===== config.mk =====
export PLATFORM = sky130hd
export DESIGN_NAME = ppu_top
export DESIGN_NICKNAME = d
export VERILOG_FILES = /design/src/common/ppu_geom_pkg.sv /design/src/common/ppu_mem_pkg.sv /design/src/sprite_engine/oam_cache.sv /design/src/sprite_engine/line_builder.sv /design/src/sprite_engine/sprite_slot.sv /design/src/rtl/pixel_mixer.sv /design/src/rtl/ppu_top.sv
export SDC_FILE = /design/constraint.sdc
export NUM_CORES = 2
export LEC_CHECK = 0
export BUFFER_PORTS_ARGS = -buffer_cell sky130_fd_sc_hd__buf_2
export CELL_PAD_IN_SITES_DETAIL_PLACEMENT = 1
export CELL_PAD_IN_SITES_GLOBAL_PLACEMENT = 1
export CORE_MARGIN = 1
export CORE_UTILIZATION = 35
export CTS_BUF_LIST = sky130_fd_sc_hd__clkbuf_8
export CTS_CLUSTER_DIAMETER = 40
export DETAILED_ROUTE_END_ITERATION = 12
export HOLD_SLACK_MARGIN = 0.06
export PLACE_DENSITY = 0.63
export RECOVER_POWER = 25
export SLEW_MARGIN = 0
export SYNTH_ARGS = -nofsm -noshare
export SYNTH_HDL_FRONTEND = slang
export SYNTH_HIERARCHICAL = 1
export SYNTH_SLANG_ARGS = --single-unit

===== constraint.sdc =====
create_clock -name clk -period 10.98 [get_ports clk]
set_input_delay 1.098 -clock clk [delete_from_list [all_inputs] [get_ports clk]]
set_output_delay 1.098 -clock clk [all_outputs]
set_load 0.01 [all_outputs]

===== src/common/ppu_geom_pkg.sv =====
package ppu_geom_pkg;

    // Sprite table and per-line limits
    localparam int num_sprites = 16;
    localparam int num_slots   = 8;    // Sprites shown on one line
    localparam int sprite_size = 16;   // Width and height in pixels

    // VGA counter widths
    localparam int hcount_w = 11;
    localparam int vcount_w = 10;

    // Sprite coordinates as stored in the OAM
    localparam int coord_w = 16;

    // Pixel and graphics row format
    localparam int pixel_w = 2;
    localparam int row_w   = 32;       // 16 pixels of 2 bits

    // Colour output and palette size
    localparam int color_w    = 24;
    localparam int num_colors = 8;     // Two palettes of four entries

    // Derived index widths
    localparam int sprite_idx_w = $clog2(num_sprites);
    localparam int slot_idx_w   = $clog2(num_slots);
    localparam int row_sel_w    = $clog2(sprite_size);

endpackage


===== src/common/ppu_mem_pkg.sv =====
package ppu_mem_pkg;

    // External memory address widths
    localparam int oam_addr_w = 5;
    localparam int gfx_addr_w = 11;
    localparam int pal_addr_w = 3;
    localparam int tile_id_w  = 7;

    // Two OAM words per sprite
    localparam int oam_words = 32;

    // Even word fields
    localparam int oam_tile_lsb  = 0;
    localparam int oam_pal_bit   = 7;
    localparam int oam_hflip_bit = 30;
    localparam int oam_vflip_bit = 31;

    // Odd word fields
    localparam int oam_x_lsb = 0;
    localparam int oam_y_lsb = 16;

    // Line builder FSM
    typedef enum logic [2:0] {
        idle,
        scan,
        fetch,
        load,
        done
    } build_state_t;

endpackage


===== src/sprite_engine/oam_cache.sv =====
`timescale 1ns/1ps

module oam_cache (
    input  logic                                  clk,
    input  logic                                  reset,
    input  logic                                  vblank,
    input  logic [ppu_geom_pkg::row_w-1:0]        oam_rdata,
    output logic [ppu_mem_pkg::oam_addr_w-1:0]    oam_addr,
    output logic [ppu_geom_pkg::coord_w-1:0]      sprite_x [ppu_geom_pkg::num_sprites],
    output logic [ppu_geom_pkg::coord_w-1:0]      sprite_y [ppu_geom_pkg::num_sprites],
    output logic [ppu_mem_pkg::tile_id_w-1:0]     sprite_tile [ppu_geom_pkg::num_sprites],
    output logic [ppu_geom_pkg::num_sprites-1:0]  sprite_pal,
    output logic [ppu_geom_pkg::num_sprites-1:0]  sprite_hflip,
    output logic [ppu_geom_pkg::num_sprites-1:0]  sprite_vflip
);
    import ppu_geom_pkg::*;
    import ppu_mem_pkg::*;

    logic [oam_addr_w:0]      ptr;       // Next word to request, stops at oam_words
    logic [oam_addr_w-1:0]    rd_idx;    // Word whose data returns this cycle
    logic                     rd_valid;
    logic [sprite_idx_w-1:0]  rd_sprite;

    assign rd_sprite = rd_idx[oam_addr_w-1:1];

    // Read sequence, one address per cycle while vblank is high
    always_ff @(posedge clk) begin
        if (reset) begin
            ptr      <= '0;
            oam_addr <= '0;
            rd_valid <= 1'b0;
        end else if (vblank) begin
            rd_valid <= (ptr < oam_words);
            rd_idx   <= ptr[oam_addr_w-1:0];
            if (ptr < oam_words) begin
                oam_addr <= ptr[oam_addr_w-1:0];
                ptr      <= ptr + 1'b1;
            end else begin
                oam_addr <= '0;                  // Sequence finished
            end
        end else begin
            ptr      <= '0;
            oam_addr <= '0;
            rd_valid <= 1'b0;
        end
    end

    // Word parity selects which attribute fields are in the returned data
    always_ff @(posedge clk) begin
        if (rd_valid) begin
            if (rd_idx[0]) begin
                sprite_x[rd_sprite] <= oam_rdata[oam_x_lsb +: coord_w];
                sprite_y[rd_sprite] <= oam_rdata[oam_y_lsb +: coord_w];
            end else begin
                sprite_tile[rd_sprite]  <= oam_rdata[oam_tile_lsb +: tile_id_w];
                sprite_pal[rd_sprite]   <= oam_rdata[oam_pal_bit];
                sprite_hflip[rd_sprite] <= oam_rdata[oam_hflip_bit];
                sprite_vflip[rd_sprite] <= oam_rdata[oam_vflip_bit];
            end
        end
    end

endmodule


===== src/sprite_engine/line_builder.sv =====
`timescale 1ns/1ps

module line_builder (
    input  logic                                  clk,
    input  logic                                  reset,
    input  logic                                  hsync,
    input  logic [ppu_geom_pkg::vcount_w-1:0]     vcount,
    input  logic [ppu_geom_pkg::coord_w-1:0]      sprite_x [ppu_geom_pkg::num_sprites],
    input  logic [ppu_geom_pkg::coord_w-1:0]      sprite_y [ppu_geom_pkg::num_sprites],
    input  logic [ppu_mem_pkg::tile_id_w-1:0]     sprite_tile [ppu_geom_pkg::num_sprites],
    input  logic [ppu_geom_pkg::num_sprites-1:0]  sprite_pal,
    input  logic [ppu_geom_pkg::num_sprites-1:0]  sprite_hflip,
    input  logic [ppu_geom_pkg::num_sprites-1:0]  sprite_vflip,
    input  logic [ppu_geom_pkg::row_w-1:0]        gfx_rdata,
    output logic [ppu_mem_pkg::gfx_addr_w-1:0]    gfx_addr,
    output logic                                  slot_load,
    output logic [ppu_geom_pkg::row_w-1:0]        slot_row [ppu_geom_pkg::num_slots],
    output logic [ppu_geom_pkg::coord_w-1:0]      slot_x [ppu_geom_pkg::num_slots],
    output logic [ppu_geom_pkg::num_slots-1:0]    slot_pal
);
    import ppu_geom_pkg::*;
    import ppu_mem_pkg::*;

    build_state_t             state;
    logic [sprite_idx_w-1:0]  scan_idx;
    logic [slot_idx_w:0]      found;      // Sprites recorded so far, up to num_slots
    logic [slot_idx_w:0]      fetch_idx;  // Slot whose address goes out this cycle
    logic [sprite_idx_w-1:0]  slot_sprite [num_slots];
    logic [coord_w:0]         vpos;
    logic [coord_w:0]         y_top;
    logic [coord_w:0]         y_end;
    logic                     hit;
    logic [slot_idx_w-1:0]    addr_slot;
    logic [slot_idx_w-1:0]    cap_slot;
    logic [sprite_idx_w-1:0]  addr_sprite;
    logic [sprite_idx_w-1:0]  cap_sprite;
    logic                     addr_used;
    logic                     cap_used;
    logic [coord_w-1:0]       dy;
    logic [row_sel_w-1:0]     row_sel;

    // Pixel order reversal, each 2-bit pixel stays intact
    function automatic logic [row_w-1:0] reverse_pixels(input logic [row_w-1:0] r);
        logic [row_w-1:0] f;
        for (int i = 0; i < sprite_size; i++) begin
            f[i*pixel_w +: pixel_w] = r[(sprite_size-1-i)*pixel_w +: pixel_w];
        end
        return f;
    endfunction

    // Vertical hit test for the sprite being scanned
    assign vpos  = (coord_w + 1)'(vcount);
    assign y_top = {1'b0, sprite_y[scan_idx]};
    assign y_end = y_top + (coord_w + 1)'(sprite_size);
    assign hit   = (vpos >= y_top) && (vpos < y_end);

    // Fetch pipeline, data for the previous slot returns while the next address goes out
    assign addr_slot   = fetch_idx[slot_idx_w-1:0];
    assign cap_slot    = addr_slot - 1'b1;
    assign addr_sprite = slot_sprite[addr_slot];
    assign cap_sprite  = slot_sprite[cap_slot];
    assign addr_used   = ({1'b0, addr_slot} < found);
    assign cap_used    = ({1'b0, cap_slot} < found);

    assign dy      = coord_w'(vcount) - sprite_y[addr_sprite];
    assign row_sel = sprite_vflip[addr_sprite] ? ~dy[row_sel_w-1:0]   // 15 - row
                                               : dy[row_sel_w-1:0];

    assign slot_load = (state == load);

    always_ff @(posedge clk) begin
        if (reset || !hsync) begin
            state     <= idle;
            scan_idx  <= '0;
            found     <= '0;
            fetch_idx <= '0;
            gfx_addr  <= '0;
        end else begin
            case (state)
                idle: begin
                    state    <= scan;
                    scan_idx <= '0;
                    found    <= '0;
                end
                scan: begin
                    if (hit && found < num_slots) begin
                        slot_sprite[found[slot_idx_w-1:0]] <= scan_idx;
                        slot_x[found[slot_idx_w-1:0]]      <= sprite_x[scan_idx];
                        slot_pal[found[slot_idx_w-1:0]]    <= sprite_pal[scan_idx];
                        found <= found + 1'b1;
                    end
                    if (scan_idx == sprite_idx_w'(num_sprites - 1)) begin
                        state     <= fetch;
                        fetch_idx <= '0;
                    end
                    scan_idx <= scan_idx + 1'b1;
                end
                fetch: begin
                    if (fetch_idx < num_slots) begin
                        // Empty slots leave the address at 0
                        gfx_addr <= addr_used ? {sprite_tile[addr_sprite], row_sel} : '0;
                    end else begin
                        gfx_addr <= '0;
                        state    <= load;
                    end
                    if (fetch_idx != '0) begin
                        if (!cap_used)
                            slot_row[cap_slot] <= '0;
                        else if (sprite_hflip[cap_sprite])
                            slot_row[cap_slot] <= reverse_pixels(gfx_rdata);
                        else
                            slot_row[cap_slot] <= gfx_rdata;
                    end
                    fetch_idx <= fetch_idx + 1'b1;
                end
                load: state <= done;                   // One cycle of slot_load
                done: state <= done;                   // Wait for hsync to drop
                default: state <= idle;
            endcase
        end
    end

endmodule


===== src/sprite_engine/sprite_slot.sv =====
`timescale 1ns/1ps

module sprite_slot (
    input  logic                               clk,
    input  logic                               reset,
    input  logic                               active,
    input  logic [ppu_geom_pkg::hcount_w-1:0]  hcount,
    input  logic                               load,
    input  logic [ppu_geom_pkg::row_w-1:0]     row,
    input  logic [ppu_geom_pkg::coord_w-1:0]   x,
    input  logic                               pal,
    output logic [ppu_geom_pkg::pixel_w-1:0]   pixel,
    output logic                               pixel_pal
);
    import ppu_geom_pkg::*;

    logic [row_w-1:0]    shift_row;
    logic [coord_w-1:0]  x_r;
    logic                pal_r;
    logic [coord_w:0]    hpos;
    logic [coord_w:0]    x_end;
    logic                in_range;

    assign hpos     = (coord_w + 1)'(hcount);
    assign x_end    = {1'b0, x_r} + (coord_w + 1)'(sprite_size);
    assign in_range = (hpos >= {1'b0, x_r}) && (hpos < x_end);

    always_ff @(posedge clk) begin
        if (load) begin
            x_r   <= x;
            pal_r <= pal;
        end
    end

    // Leading pixel sits in the top bits of the row
    always_ff @(posedge clk) begin
        if (reset) begin
            shift_row <= '0;
            pixel     <= '0;
        end else if (load) begin
            shift_row <= row;
            pixel     <= '0;
        end else if (active && in_range) begin
            pixel     <= shift_row[row_w-1 -: pixel_w];
            shift_row <= shift_row << pixel_w;
        end else begin
            pixel <= '0;                               // Transparent outside the sprite
        end
    end

    assign pixel_pal = pal_r;

endmodule


===== src/rtl/pixel_mixer.sv =====
`timescale 1ns/1ps

module pixel_mixer (
    input  logic                                clk,
    input  logic                                reset,
    input  logic                                vblank,
    input  logic [ppu_geom_pkg::color_w-1:0]    pal_rdata,
    output logic [ppu_mem_pkg::pal_addr_w-1:0]  pal_addr,
    input  logic [ppu_geom_pkg::pixel_w-1:0]    slot_pixel [ppu_geom_pkg::num_slots],
    input  logic [ppu_geom_pkg::num_slots-1:0]  slot_pal,
    output logic [ppu_geom_pkg::color_w-1:0]    pixel_color
);
    import ppu_geom_pkg::*;
    import ppu_mem_pkg::*;

    logic [color_w-1:0]     palette [num_colors];
    logic [pal_addr_w:0]    pal_ptr;
    logic [pal_addr_w-1:0]  rd_idx;
    logic                   rd_valid;
    logic [pixel_w-1:0]     sel_pix;
    logic                   sel_pal;
    logic [pal_addr_w-1:0]  color_idx;

    // Palette copy, same one-cycle read pattern as the OAM
    always_ff @(posedge clk) begin
        if (reset) begin
            pal_ptr  <= '0;
            pal_addr <= '0;
            rd_valid <= 1'b0;
        end else if (vblank) begin
            rd_valid <= (pal_ptr < num_colors);
            rd_idx   <= pal_ptr[pal_addr_w-1:0];
            if (pal_ptr < num_colors) begin
                pal_addr <= pal_ptr[pal_addr_w-1:0];
                pal_ptr  <= pal_ptr + 1'b1;
            end else begin
                pal_addr <= '0;
            end
        end else begin
            pal_ptr  <= '0;
            pal_addr <= '0;
            rd_valid <= 1'b0;
        end
    end

    always_ff @(posedge clk) begin
        if (rd_valid) palette[rd_idx] <= pal_rdata;
    end

    // Walk down from the top slot so the lowest opaque slot is assigned last
    always_comb begin
        sel_pix = '0;
        sel_pal = 1'b0;
        for (int s = num_slots - 1; s >= 0; s--) begin
            if (slot_pixel[s] != '0) begin
                sel_pix = slot_pixel[s];
                sel_pal = slot_pal[s];
            end
        end
    end

    assign color_idx = {sel_pal, sel_pix};             // pixel + 4 * pal

    always_ff @(posedge clk) begin
        if (reset) pixel_color <= '0;
        else       pixel_color <= palette[color_idx];
    end

endmodule


===== src/rtl/ppu_top.sv =====
`timescale 1ns/1ps

module ppu_top (
    input  logic                                clk,
    input  logic                                reset,
    input  logic [ppu_geom_pkg::hcount_w-1:0]   hcount,
    input  logic [ppu_geom_pkg::vcount_w-1:0]   vcount,
    input  logic                                vblank,
    input  logic                                hsync,
    input  logic [ppu_geom_pkg::row_w-1:0]      oam_rdata,
    input  logic [ppu_geom_pkg::row_w-1:0]      gfx_rdata,
    input  logic [ppu_geom_pkg::color_w-1:0]    pal_rdata,
    output logic [ppu_mem_pkg::oam_addr_w-1:0]  oam_addr,
    output logic [ppu_mem_pkg::gfx_addr_w-1:0]  gfx_addr,
    output logic [ppu_mem_pkg::pal_addr_w-1:0]  pal_addr,
    output logic [ppu_geom_pkg::color_w-1:0]    pixel_color
);
    import ppu_geom_pkg::*;
    import ppu_mem_pkg::*;

    // Attributes cached during vblank
    logic [coord_w-1:0]    sprite_x [num_sprites];
    logic [coord_w-1:0]    sprite_y [num_sprites];
    logic [tile_id_w-1:0]  sprite_tile [num_sprites];
    logic [num_sprites-1:0] sprite_pal;
    logic [num_sprites-1:0] sprite_hflip;
    logic [num_sprites-1:0] sprite_vflip;

    // Per-line slot data
    logic                  slot_load;
    logic [row_w-1:0]      slot_row [num_slots];
    logic [coord_w-1:0]    slot_x [num_slots];
    logic [num_slots-1:0]  slot_pal;
    logic [pixel_w-1:0]    slot_pixel [num_slots];
    logic [num_slots-1:0]  slot_pixel_pal;
    logic                  active;

    assign active = !vblank && !hsync;                 // Visible part of the line

    oam_cache i_oam_cache (
        .clk, .reset, .vblank, .oam_rdata, .oam_addr,
        .sprite_x, .sprite_y, .sprite_tile,
        .sprite_pal, .sprite_hflip, .sprite_vflip
    );

    line_builder i_line_builder (
        .clk, .reset, .hsync, .vcount,
        .sprite_x, .sprite_y, .sprite_tile,
        .sprite_pal, .sprite_hflip, .sprite_vflip,
        .gfx_rdata, .gfx_addr,
        .slot_load, .slot_row, .slot_x, .slot_pal
    );

    for (genvar s = 0; s < num_slots; s++) begin : g_slot
        sprite_slot i_sprite_slot (
            .clk       (clk),
            .reset     (reset),
            .active    (active),
            .hcount    (hcount),
            .load      (slot_load),
            .row       (slot_row[s]),
            .x         (slot_x[s]),
            .pal       (slot_pal[s]),
            .pixel     (slot_pixel[s]),
            .pixel_pal (slot_pixel_pal[s])
        );
    end

    pixel_mixer i_pixel_mixer (
        .clk, .reset, .vblank, .pal_rdata, .pal_addr,
        .slot_pixel,
        .slot_pal    (slot_pixel_pal),
        .pixel_color
    );

endmodule


==> flow_metrics.env <==
export IMPL_place_congestion=0.8230
export IMPL_clock_latency_ns=1.05
export IMPL_crit_required_ns=11.63
export IMPL_cp_arrival_ns=7.21
export IMPL_startpoint="i_line_builder/scan_idx[0]"
export IMPL_ctsHoldBuffers=0
export IMPL_skew_ns=0.09533
export IMPL_routedWlPerCell_um=25.57
export IMPL_cp_top_family="simple AND/OR/NAND/NOR gates"
export IMPL_post_cts_buffers=0
export IMPL_routed_wl_mm=235.1
export IMPL_final_max_slew_viol_count=166
export IMPL_die_y_um=476.1
export IMPL_fmaxAchievable_mhz=152.4
export IMPL_clockBufferDepth=4
export IMPL_violations="max-capacitance violations, max-slew violations"
export IMPL_cts_buffers=332
export IMPL_synthFlopType="edfxtp_1"
export IMPL_crit_type="reg -> reg"
export IMPL_critPathLaunchType="register"
export IMPL_grt_total_usage_pct=20.20
export IMPL_final_util_pct=40.01
export IMPL_io_buffer_count=155
export IMPL_syn_to_final_growth_pct=13.28
export IMPL_power_density_nw_per_um2=157.3
export IMPL_crit_cells=18
export IMPL_max_cap_violations=6
export IMPL_worstPathCellList="buf_12 > mux4_2 > a22oi_1 > nand2_1 > ha_1 > nor2b_1 > nand4_1 > a21boi_1 > xnor2_1 > ha_1 > o2111ai_1 > a21oi_1 > a2111oi_0 > a211oi_1 > nand4_1 > nand4_2 > or2_1 > nor3_2"
export IMPL_rows=173
export IMPL_cpPeakStageDelay_ns=0.92
export IMPL_htree_num_levels=5
export IMPL_fin_crit_ns=6.562
export IMPL_r2r_start="i_line_builder/scan_idx[0]"
export IMPL_path_buf_inv=1
export IMPL_synth_seq_cells=1777
export IMPL_root_buffer="clkbuf_8"
export IMPL_cts_resized=0
export IMPL_synth_cell_types=93
export IMPL_holdWs_ns=0.3861
export IMPL_ant_nets=0
export IMPL_relSlewSlack_pct=-6.594
export IMPL_gr_total_overflow=0
export IMPL_drtPass1Iterations=5
export IMPL_peakVddDrop_mv=0.1328
export IMPL_cts_tree="done"
export IMPL_hold_class="in -> reg"
export IMPL_die_w_um=476.1
export IMPL_worstMarginPinSlew_ns=1.599
export IMPL_ys_seq_area_share_pct=63.44
export IMPL_layout_nets=6267
export IMPL_viasPerCell=5.666
export IMPL_syn_nets=6054
export IMPL_crit_slowest_cell="nor3_2"
export IMPL_syn_inst=5750
export IMPL_hold_path_depth=1
export IMPL_cp_max_fo=60
export IMPL_clk_pin_slew_ns=0.06
export IMPL_vias=52073
export IMPL_syn_area_sq_um=78670
export IMPL_placed_cells=8604
export IMPL_first_global_vias=53796
export IMPL_synth_edf_count=1432
export IMPL_cts_sinks=1777
export IMPL_drcViolationCount=0
export IMPL_drive_gt1_share_pct=17.45
export IMPL_detailed_place_hpwl_mm=134.1
export IMPL_antenna_found_initial=14
export IMPL_synth_warning_count=6
export IMPL_coreArea_sq_um=222700
export IMPL_period_share_pct=59.77
export IMPL_synthArstFlopShare_pct=0
export IMPL_start_util_pct=35.32
export IMPL_finalSetupTns_ns=0
export IMPL_status="complete, but fails checks"
export IMPL_die_area_sq_um=226700
export IMPL_rsz0062_at_grt="false"
export IMPL_hp_start="pal_rdata[21]"
export IMPL_boundaryPins=156
export IMPL_drt_iter0_markers=4309
export IMPL_worstSetupEndpointType="register"
export IMPL_hold_viol=0
export IMPL_power_leakage_nw=29.09
export IMPL_grt_pass1_wl_mm=350.4
export IMPL_finalSetupViolCount=0
export IMPL_final_cells=9191
export IMPL_r2r_cells=18
export IMPL_grt_start_max_net_pins=116
export IMPL_synth_avg_cell_area_sq_um=13.68
-- final cells by class --
type	instances	area [sq um]
Antenna cell	8	20.02
Clock buffer	353	4858
Clock inverter	226	1553
Fill cell	23122	133600
Inverter	137	514.2
Multi-Input combinational cell	3398	26570
Sequential cell	1777	49920
Tap cell	2975	3722
Timing Repair Buffer	317	1957
-- power by group --
part / internal [mW] / switching, mW / total [mW]
registers: 7.26 / 0.0107 / 7.27
logic: 0.132 / 0.317 / 0.449
clock network: 3.47 / 2.83 / 6.30
total: 10.9 / 3.16 / 14.0
-- cell usage in the layout, fill, tap and decap left out, drive strengths merged, types with 17 or more instances in the layout --
cell type / instances
o31ai: 280
o311ai: 18
dfxtp: 345
a22oi: 22
xnor2: 61
o31a: 17
nand4b: 18
o21a: 37
nand2: 469
nand3: 98
nor4: 32
o211ai: 23
nand2b: 34
bufinv: 21
a211oi: 99
a2111oi: 19
a31oi: 258
ha: 190
clkbuf: 406
nor3: 55
a21oi: 85
o32ai: 24
buf: 264
and2: 36
clkinv: 90
nor2b: 50
nor3b: 75
nor2: 141
mux2i: 91
edfxtp: 1432
o21bai: 249
a221oi: 34
inv: 237
o21ai: 297
mux4: 165
nand4: 270
-- worst register-to-register path: cells and delay by family, from the launching register on --
kind	cells	cell delay, ns
buffers and inverters	1	0.55
XOR/XNOR	1	0.15
AND/OR/NAND/NOR	7	2.29
flip-flops	1	0.88
adder cells (fa/ha/maj)	2	0.58
multiplexers	1	0.58
AO/OA/AOI/OAI	6	1.13
-- synthesized netlist by cell type, types with 55 or more instances --
master,count,area (sq um)
nor2_1,140,525.5
clkbuf_1,241,904.6
ha_1,190,2377
nand3_1,98,490.5
nand4_1,269,1683
a21oi_1,84,420.4
mux4_2,164,3694
inv_1,128,480.5
a211oi_1,96,720.7
buf_2,89,445.4
xnor2_1,59,516.8
nor3b_1,75,563.0
a31oi_1,258,1614
nor3_1,55,275.3
o21ai_1,253,1266
edfxtp_1,1432,43000
nand2_1,469,1760
o21bai_1,249,1869
o31ai_1,264,1982
dfxtp_1,345,6907
mux2i_1,61,610.6
-- worst paths after layout --
check,to,slack [ns]
worst max-delay path,i_line_builder/slot_x[33],4.42
worst min-delay path,i_pixel_mixer/palette[2][21],0.39
worst max register to register,i_line_builder/slot_x[33],4.42
worst min register to register,g_slot[3].i_sprite_slot/x_r[9],0.41
-- metrics by stage --
step / cell area [sq um] / total power, mW / setup WS (ns)
CTS: 89160 / 14.18 / 4.358
global route: 89110 / 14.46 / 3.800
detailed placement: 82750 / 7.859 / 4.386
floorplan: 78670 / 7.626 / 2.093
finish: 89120 / 14.02 / 4.418
global placement: 82750 / 7.846 / 4.299
-- per-layer routing --
| layer | vias up | global-route usage, % | wire (um) | share of wire [%] |
|---|---|---|---|---|
| li1 | 23212 | - | - | - |
| met1 | 26913 | 27.18 | 103600 | 44 |
| met2 | 1516 | 33.11 | 112700 | 48 |
| met3 | 420 | 3.023 | 11840 | 5.0 |
| met4 | 12 | 7.057 | 6750 | 2.9 |
| met5 | - | 0 | 82 | 0.035 |
-- flip-flops by register name (all words and copies together) (netlist names), 24 cells and up, named ones only --
signal and cells:
g_slot.i_sprite_slot/shift_row 256, g_slot.i_sprite_slot/x_r 128, i_line_builder/slot_row 256, i_line_builder/slot_sprite 32
i_line_builder/slot_x 128, i_oam_cache/sprite_tile 112, i_oam_cache/sprite_x 256, i_oam_cache/sprite_y 256
i_pixel_mixer/palette 192, i_pixel_mixer/pixel_color 24
-- logic make-up after synthesis --
| family | Yosys count | synth area share [%] |
|---|---|---|
| DFF | 1777 | 63.44 |
| AOI/OAI and AO/OA | 1525 | 13.90 |
| and+or+nand+nor | 1354 | 9.170 |
| buffers and inverters | 575 | 3.572 |
| muxes | 261 | 6.106 |
| adders and majority gates | 191 | 3.047 |
| xor gates and xnor gates | 67 | 0.7650 |
Note: power is estimated with default switching activity, not from simulation.
